`src/hdl/sample_pkg.sv`:
```
`default_nettype none

package sample_pkg;

   // Width of the code-shift sample position.
   localparam int unsigned cs_width = 14;

   // Samples per C/A chip at the receiver sample rate.
   localparam int unsigned samples_per_chip = 16;

   // Samples in one code period (1023 chips of 16 samples).
   localparam int unsigned code_period = 16368;

   // Last sample position before the counter wraps.
   localparam logic [cs_width-1:0] max_code_shift = cs_width'(code_period - 1);

   // What the shift counter does in the current cycle.
   // Hold means no advance.
   // Track means an advance on a valid sample.
   // Seek means an advance requested by the seek logic.
   typedef enum logic [1:0] {
      mode_hold,
      mode_track,
      mode_seek
   } counter_mode_t;

endpackage

`default_nettype wire

```
`src/hdl/ca_code_pkg.sv`:
```
`default_nettype none

package ca_code_pkg;

   // PRN select width. The value 0 selects PRN 32.
   localparam int unsigned prn_width = 5;

   // Chips in one C/A code period.
   localparam int unsigned code_length = 1023;

   // Wide enough for chip indices 0 to 1022.
   localparam int unsigned chip_index_width = 10;

   // G2 phase-select stage pairs, indexed by PRN minus one.
   // Upper nibble is the first stage, lower nibble the second.
   // Stage numbers run from 1 to 10 (hex A is stage 10).
   localparam logic [7:0] g2_taps [0:31] = '{
      8'h26, 8'h37, 8'h48, 8'h59,
      8'h19, 8'h2A, 8'h18, 8'h29,
      8'h3A, 8'h23, 8'h34, 8'h56,
      8'h67, 8'h78, 8'h89, 8'h9A,
      8'h14, 8'h25, 8'h36, 8'h47,
      8'h58, 8'h69, 8'h13, 8'h46,
      8'h57, 8'h68, 8'h79, 8'h8A,
      8'h16, 8'h27, 8'h38, 8'h49
   };

endpackage

`default_nettype wire
```
`src/hdl/ca_upsampler.sv`:
```
`timescale 1ns/1ps
`default_nettype none

module ca_upsampler #(
   parameter int unsigned acc_width = 16,
   parameter int unsigned phase_inc = 4096
) (
   input  logic                                     clk,
   input  logic                                     reset,
   input  logic                                     enable,
   input  logic [ca_code_pkg::prn_width-1:0]         prn,
   input  logic                                     seek_en,
   input  logic [sample_pkg::cs_width-1:0]           seek_target,
   output logic [sample_pkg::cs_width-1:0]           code_shift,
   output logic                                     out,
   output logic                                     seeking,
   // Debug taps.
   output logic                                     ca_clk,
   output logic [ca_code_pkg::chip_index_width-1:0] ca_code_shift
);

   // Advance request before and after the timing register.
   logic advance_req;
   logic advance;

   // Counter results.
   logic seek_active;
   logic wrap;

   // Chip clock result.
   logic chip_strobe;

   // Generator chip index.
   logic [ca_code_pkg::chip_index_width-1:0] chip_index;

   // Valid samples drive the counter, unless a seek owns it.
   assign advance_req = seek_en ? seek_active : enable;

   // One register stage on the advance path.
   always_ff @(posedge clk) begin
      if (reset) begin
         advance <= 1'b0;
      end else begin
         advance <= advance_req;
      end
   end

   // Sample position counter.
   ca_shift_counter u_shift_counter (
      .clk         (clk),
      .reset       (reset),
      .advance     (advance),
      .seek_en     (seek_en),
      .seek_target (seek_target),
      .code_shift  (code_shift),
      .seek_active (seek_active),
      .wrap        (wrap)
   );

   // Chip rate clock, running on the same advance as the counter.
   ca_chip_clock #(
      .acc_width (acc_width),
      .phase_inc (phase_inc)
   ) u_chip_clock (
      .clk         (clk),
      .reset       (reset),
      .advance     (advance),
      .wrap        (wrap),
      .chip_strobe (chip_strobe)
   );

   // Gold code generator, stepped per chip and realigned per period.
   ca_generator u_generator (
      .clk         (clk),
      .reset       (reset),
      .chip_strobe (chip_strobe),
      .wrap        (wrap),
      .prn         (prn),
      .out         (out),
      .chip_index  (chip_index)
   );

   assign seeking       = seek_active;
   assign ca_clk        = chip_strobe;
   assign ca_code_shift = chip_index;

endmodule

`default_nettype wire

```
`src/hdl/ca_generator.sv`:
```
`timescale 1ns/1ps
`default_nettype none

module ca_generator (
   input  logic                                    clk,
   input  logic                                    reset,
   input  logic                                    chip_strobe,
   input  logic                                    wrap,
   input  logic [ca_code_pkg::prn_width-1:0]        prn,
   output logic                                    out,
   output logic [ca_code_pkg::chip_index_width-1:0] chip_index
);

   // G1 and G2 shift registers, numbered as stages 1 to 10.
   logic [10:1] g1;
   logic [10:1] g2;

   // PRN in use for the current code period.
   logic [ca_code_pkg::prn_width-1:0] prn_q;

   // Row of the tap table. PRN 32 (value 0) wraps to row 31.
   logic [ca_code_pkg::prn_width-1:0] tap_row;

   // Selected G2 stage pair.
   logic [7:0] tap_pair;
   logic [3:0] tap_a;
   logic [3:0] tap_b;

   // Feedback bits.
   logic g1_fb;
   logic g2_fb;

   // Index of the chip after this one.
   logic [ca_code_pkg::chip_index_width-1:0] next_index;

   assign tap_row  = prn_q - ca_code_pkg::prn_width'(1);
   assign tap_pair = ca_code_pkg::g2_taps[tap_row];
   assign tap_a    = tap_pair[7:4];
   assign tap_b    = tap_pair[3:0];

   // G1 polynomial 1 + x^3 + x^10.
   assign g1_fb = g1[3] ^ g1[10];

   // G2 polynomial 1 + x^2 + x^3 + x^6 + x^8 + x^9 + x^10.
   assign g2_fb = g2[2] ^ g2[3] ^ g2[6] ^ g2[8] ^ g2[9] ^ g2[10];

   // Stay inside one period even if a strobe came without a wrap.
   assign next_index = (chip_index == ca_code_pkg::chip_index_width'(ca_code_pkg::code_length - 1))
                       ? '0 : chip_index + 1'b1;

   // C/A chip is G1 out mixed with the phase-selected G2 pair.
   assign out = g1[10] ^ g2[tap_a] ^ g2[tap_b];

   // Wrap has priority over a strobe on the same edge.
   always_ff @(posedge clk) begin
      if (reset || wrap) begin
         g1         <= '1;
         g2         <= '1;
         chip_index <= '0;
      end else if (chip_strobe) begin
         g1         <= {g1[9:1], g1_fb};
         g2         <= {g2[9:1], g2_fb};
         chip_index <= next_index;
      end
   end

   // PRN changes only take effect at a code boundary.
   always_ff @(posedge clk) begin
      if (reset || wrap) begin
         prn_q <= prn;
      end
   end

endmodule

`default_nettype wire

```
`src/hdl/ca_shift_counter.sv`:
```
`timescale 1ns/1ps
`default_nettype none

module ca_shift_counter (
   input  logic                            clk,
   input  logic                            reset,
   input  logic                            advance,
   input  logic                            seek_en,
   input  logic [sample_pkg::cs_width-1:0] seek_target,
   output logic [sample_pkg::cs_width-1:0] code_shift,
   output logic                            seek_active,
   output logic                            wrap
);

   // Next sample position, modulo the code period.
   logic [sample_pkg::cs_width-1:0] next_shift;

   // What the counter does this cycle.
   sample_pkg::counter_mode_t mode;

   // Seek termination terms.
   logic at_last;
   logic target_upcoming;
   logic target_reached;

   assign at_last = (code_shift == sample_pkg::max_code_shift);

   assign next_shift = at_last ? '0 : code_shift + 1'b1;

   // Wrap on the last position of the period when advancing.
   assign wrap = at_last & advance;

   // The target arrives at the next edge if it is the next value
   // and the delayed advance is already high.
   assign target_upcoming = (next_shift == seek_target) & advance;

   // Already sitting on the target.
   assign target_reached = (code_shift == seek_target);

   // Keep requesting advances until the target is reached or about to be.
   // The one-cycle advance delay is covered by the upcoming term.
   assign seek_active = seek_en & ~(target_upcoming | target_reached);

   // Classify the cycle.
   always_comb begin
      if (!advance) begin
         mode = sample_pkg::mode_hold;
      end else if (seek_en) begin
         mode = sample_pkg::mode_seek;
      end else begin
         mode = sample_pkg::mode_track;
      end
   end

   // Sample position register.
   always_ff @(posedge clk) begin
      if (reset) begin
         code_shift <= '0;
      end else begin
         case (mode)
            // Seek steps one sample per cycle, same as tracking.
            sample_pkg::mode_track, sample_pkg::mode_seek: code_shift <= next_shift;
            default:                                       code_shift <= code_shift;
         endcase
      end
   end

endmodule

`default_nettype wire

```
`src/hdl/ca_chip_clock.sv`:
```
`timescale 1ns/1ps
`default_nettype none

module ca_chip_clock #(
   parameter int unsigned acc_width = 16,
   parameter int unsigned phase_inc = 4096
) (
   input  logic clk,
   input  logic reset,
   input  logic advance,
   input  logic wrap,
   output logic chip_strobe
);

   // Increment sized to the accumulator plus its carry bit.
   localparam logic [acc_width:0] inc_ext = (acc_width + 1)'(phase_inc);

   // The accumulator must carry exactly once per chip.
   if (phase_inc * sample_pkg::samples_per_chip != (64'd1 << acc_width)) begin : g_rate_check
      $error("ca_chip_clock: phase_inc does not give one carry per chip");
   end

   // Phase accumulator.
   logic [acc_width-1:0] acc;

   // Sum with the carry in the top bit.
   logic [acc_width:0] sum;

   assign sum = {1'b0, acc} + inc_ext;

   // Carry on an advancing cycle marks the first sample of a new chip.
   assign chip_strobe = advance & sum[acc_width];

   // Wrap realigns the phase with the code period.
   always_ff @(posedge clk) begin
      if (reset || wrap) begin
         acc <= '0;
      end else if (advance) begin
         acc <= sum[acc_width-1:0];
      end
   end

endmodule

`default_nettype wire

```
`config.mk`:
```
export PLATFORM = sky130hd
export DESIGN_NAME = ca_upsampler
export DESIGN_NICKNAME = d
export VERILOG_FILES = /design/src/hdl/sample_pkg.sv /design/src/hdl/ca_code_pkg.sv /design/src/hdl/ca_upsampler.sv /design/src/hdl/ca_generator.sv /design/src/hdl/ca_shift_counter.sv /design/src/hdl/ca_chip_clock.sv
export SDC_FILE = /design/constraint.sdc
export NUM_CORES = 1
export LEC_CHECK = 0
export BUFFER_PORTS_ARGS = -buffer_cell sky130_fd_sc_hd__buf_2
export CAP_MARGIN = 20
export CORE_ASPECT_RATIO = 2
export CORE_MARGIN = 10
export CORE_UTILIZATION = 59
export DETAILED_ROUTE_END_ITERATION = 10
export PLACE_DENSITY = 0.78
export SYNTH_ARGS = -nofsm -noshare
export SYNTH_HDL_FRONTEND = slang
export SYNTH_HIERARCHICAL = 1
export SYNTH_SLANG_ARGS = --single-unit
```
`constraint.sdc`:
```
create_clock -name clk -period 5.15 [get_ports clk]
set_input_delay 0.7725 -clock clk [delete_from_list [all_inputs] [get_ports clk]]
set_output_delay 0.7725 -clock clk [all_outputs]
set_load 0.03 [all_outputs]
```
==> results.py <==
metrics = {
    "run_status": {
        "status": "complete, no violations",
    },
    "drt": {
        "vias_per_cell": 6.32,
        "routed_wl_um": 11300,
        "drt_iter0_markers": 123,
        "vias": 3846,
        "drc_errors": 0,
        "wl_per_cell_um": 18.6,
        "drtAntennaViolNets": 0,
        "drtPass1Iterations": 5,
    },
    "yosys": {
        "ys_types": 75,
        "synth.area.top_cells": "dfxtp_1 (24%), mux2i_1 (7.1%), xor2_1 (5.1%)",
        "synth_edf_count": 5,
        "synth_top_cell_by_area": "dfxtp_1",
        "ys_seq_area_share_pct": 27.5,
        "yosysWarnings": 6,
        "netlist_instances": 483,
        "ys_seq_elements": 54,
        "synthesis.nets": 519,
        "synthFlopType": "dfxtp_1",
        "yosysTopAreaCellShare_pct": 23.9,
        "ys_async_sr_fraction_pct": 0,
        "avgSynthCellArea_um2": 8.50,
        "syn_area_mm2": 0.00411,
    },
    "worst_setup_path": {
        "crit_path_start": "u_generator/prn_q[0]",
        "slowest_delay_ns": 0.57,
        "startpoint_type": "flip-flop",
        "critical_path_class": "flip-flop to output port",
        "crit_slowest_cell": "o311ai_0",
        "worstRegToRegCells": 9,
        "setup.worst_path.end": "out",
        "crit_required_ns": 4.38,
        "arrival_ns": 3.92,
        "cp_max_fo": 8,
        "reg2reg_setup_slack_ns": 2.05,
        "crit_path_cell_trace": "inv_1 > ha_1 > inv_1 > ha_1 > or3_1 > a21oi_1 > a221oi_1 > o21ai_0 > mux2i_1 > a21o_1 > o311ai_0 > xor2_1 > buf_2",
        "r2r_end": "advance",
        "reg2reg_from": "u_shift_counter/code_shift[0]",
        "end_kind": "output port",
    },
    "placed_design": {
        "gp_congestion": 0.964,
        "dpl.hpwl_um": 8930,
        "numPortBuffers": 49,
        "pre_cts_ws_ns": 0.788,
    },
    "sta": {
        "finalSetupTns_ns": 0,
        "setup_slack_ns": 0.459,
        "finalCriticalPeriod_ns": 4.69,
        "fmax_mhz": 213,
        "drv_slew": 0,
        "fin_crit_sh_pct": 91.1,
        "worst_clock_skew_ns": 0.00652,
        "slew_headroom_pct": 47.6,
        "grt_setup_unrepaired": "no",
        "setup_violations": 0,
        "final_hold_viol_count": 0,
        "tightest_slew_ns": 0.780,
    },
    "clock_network": {
        "clock_latency_ns": 0.29,
        "cts_tree": "built",
        "htree_levels": 2,
        "postCtsSetupRepairBufs": 0,
        "cts_resized": 0,
        "cts_buffers": 5,
        "clk_pin_slew_ns": 0.07,
        "clock_path_buffers": 2,
        "cts_root_buf": "clkbuf_16",
        "ctsHoldBuffers": 0,
        "cts_sinks": 54,
    },
    "floorplan": {
        "start_util_pct": 59.6,
        "placementRows": 43,
        "die_y_um": 138,
        "core_area_mm2": 0.00689,
        "dieArea_mm2": 0.0109,
        "die_x_um": 79,
        "io_pins": 50,
    },
    "power": {
        "ir_drop_mv": 0.162,
        "p_leak_nw": 1.85,
        "cellPowerDensity_mw_per_mm2": 245,
        "total_power_w": 0.00110,
    },
    "global_route": {
        "grt-ovfl-total": 0,
        "grt_pass1_wl_um": 18600,
        "grt_pass1_vias": 4060,
        "grt_max_degree": 24,
        "antenna_found_initial": 0,
        "gr-usage-all-layers_pct": 20.7,
    },
    "finish": {
        "antenna_cells": 0,
        "final_layout_size_suffix_gt1_share_pct": 18.7,
        "fin_nets": 554,
        "area_delta_synth_final_pct": 9.59,
    },
    "flow_run": {
        "drv_cap": 0,
    },
    "worst_hold_path": {
        "hp-class": "flip-flop to flip-flop",
    },
}
flip-flops by register name, indices dropped and copies added (netlist names):
signal	count
u_generator/chip_index	10
advance	1
u_generator/g1	10
u_generator/g2	10
u_shift_counter/code_shift	14
u_generator/prn_q	5
u_chip_clock/acc	4
where the power goes:
group | switching, W | internal (W) | leakage (nW)
combinational | 0.000170 | 0.000109 | 1.32
clock | 0.000152 | 0.000230 | 0.0842
sequential | 0.0000126 | 0.000430 | 0.445
total | 0.000335 | 0.000769 | 1.85
Yosys cell counts (all sizes together), types with 3 or more instances:
library cell	count
o31ai	4
a311oi	4
nand3b	3
nor2b	3
dfxtp	49
nand4	10
clkbuf	15
buf	14
nor3	11
nand2	49
o21bai	3
a21oi	24
nor4	10
edfxtp	5
ha	13
o22ai	3
xor2	25
nand3	13
a221oi	3
and2	3
and3	5
nor3b	4
o21ai	29
nor2	37
a211oi	4
a21o	3
mux2i	29
xnor2	20
or3	8
o211ai	11
or2	4
o2111ai	4
inv	21
a31oi	4
and4	6
mux2	5
worst min-delay path by stage:
stage | start | end | slack [ns] | cells after the start
after floorplan | u_generator/g1[1] | u_generator/g1[2] | 0.44 | 2
after global placement | u_generator/g1[1] | u_generator/g1[2] | 0.45 | 2
after detailed placement | u_generator/g1[8] | u_generator/g1[8] | 0.46 | 2
after CTS | u_generator/g1[8] | u_generator/g1[8] | 0.48 | 2
after global routing | u_generator/g1[1] | u_generator/g1[1] | 0.51 | 2
final | u_generator/g1[4] | u_generator/g1[4] | 0.48 | 2
per-layer routing:
| layer | vias up | global-route usage (%) | wire length [um] |
|---|---|---|---|
| met5 | - | 0 | 0 |
| met4 | 0 | 16.7 | 877 |
| met3 | 63 | 2.86 | 336 |
| met2 | 122 | 39.9 | 6430 |
| met1 | 1837 | 17.3 | 3690 |
| li1 | 1824 | - | - |
cell type report:
class / count / area, um^2
multi-input cells: 379 / 2710
fillers: 650 / 2380
flip-flops and latches: 54 / 1130
repair buffers: 57 / 305
clock buffers: 5 / 125
well taps: 90 / 113
inverters: 21 / 78.8
clock inverters: 3 / 43.8
stage by stage:
stage / instances / area [um^2] / utilization [%] / hold WS (ns)
after global placement: 601 / 4330 / 62.9 / 0.451
final: 609 / 4500 / 65.4 / 0.478
after detailed placement: 601 / 4330 / 62.9 / 0.463
after global routing: 609 / 4500 / 65.4 / 0.512
after CTS: 609 / 4500 / 65.4 / 0.480
after floorplan: 483 / 4110 / - / 0.439
logic make-up after synthesis:
group | Yosys count | share of synthesized area (%)
buf+inv | 50 | 6.61
fa+ha+maj | 13 | 3.96
xor+xnor | 45 | 10.1
mux | 35 | 9.08
flops | 54 | 27.5
simple gates | 171 | 23.6
compound gates | 115 | 19.2
cells in the final DEF (no fill, tap or decap), types with 7 or more instances in the layout:
master,instances
a21oi_1,24
buf_2,49
buf_4,8
dfxtp_1,49
ha_1,13
inv_1,21
mux2i_1,29
nand2_1,48
nand3_1,11
nand4_1,7
nor2_1,37
nor3_1,11
o211ai_1,11
o21ai_0,28
or3_1,8
xnor2_1,20
xor2_1,24
critical path: cells and delay by family, from the launching register on:
| family | cells | cell delay [ns] |
|---|---|---|
| compound gates | 5 | 1.34 |
| xor+xnor | 1 | 0.19 |
| fa+ha+maj | 2 | 0.68 |
| buf+inv | 3 | 0.49 |
| flops | 1 | 0.38 |
| mux | 1 | 0.14 |
| simple gates | 1 | 0.39 |
Note: power is estimated with default switching activity, not from simulation.
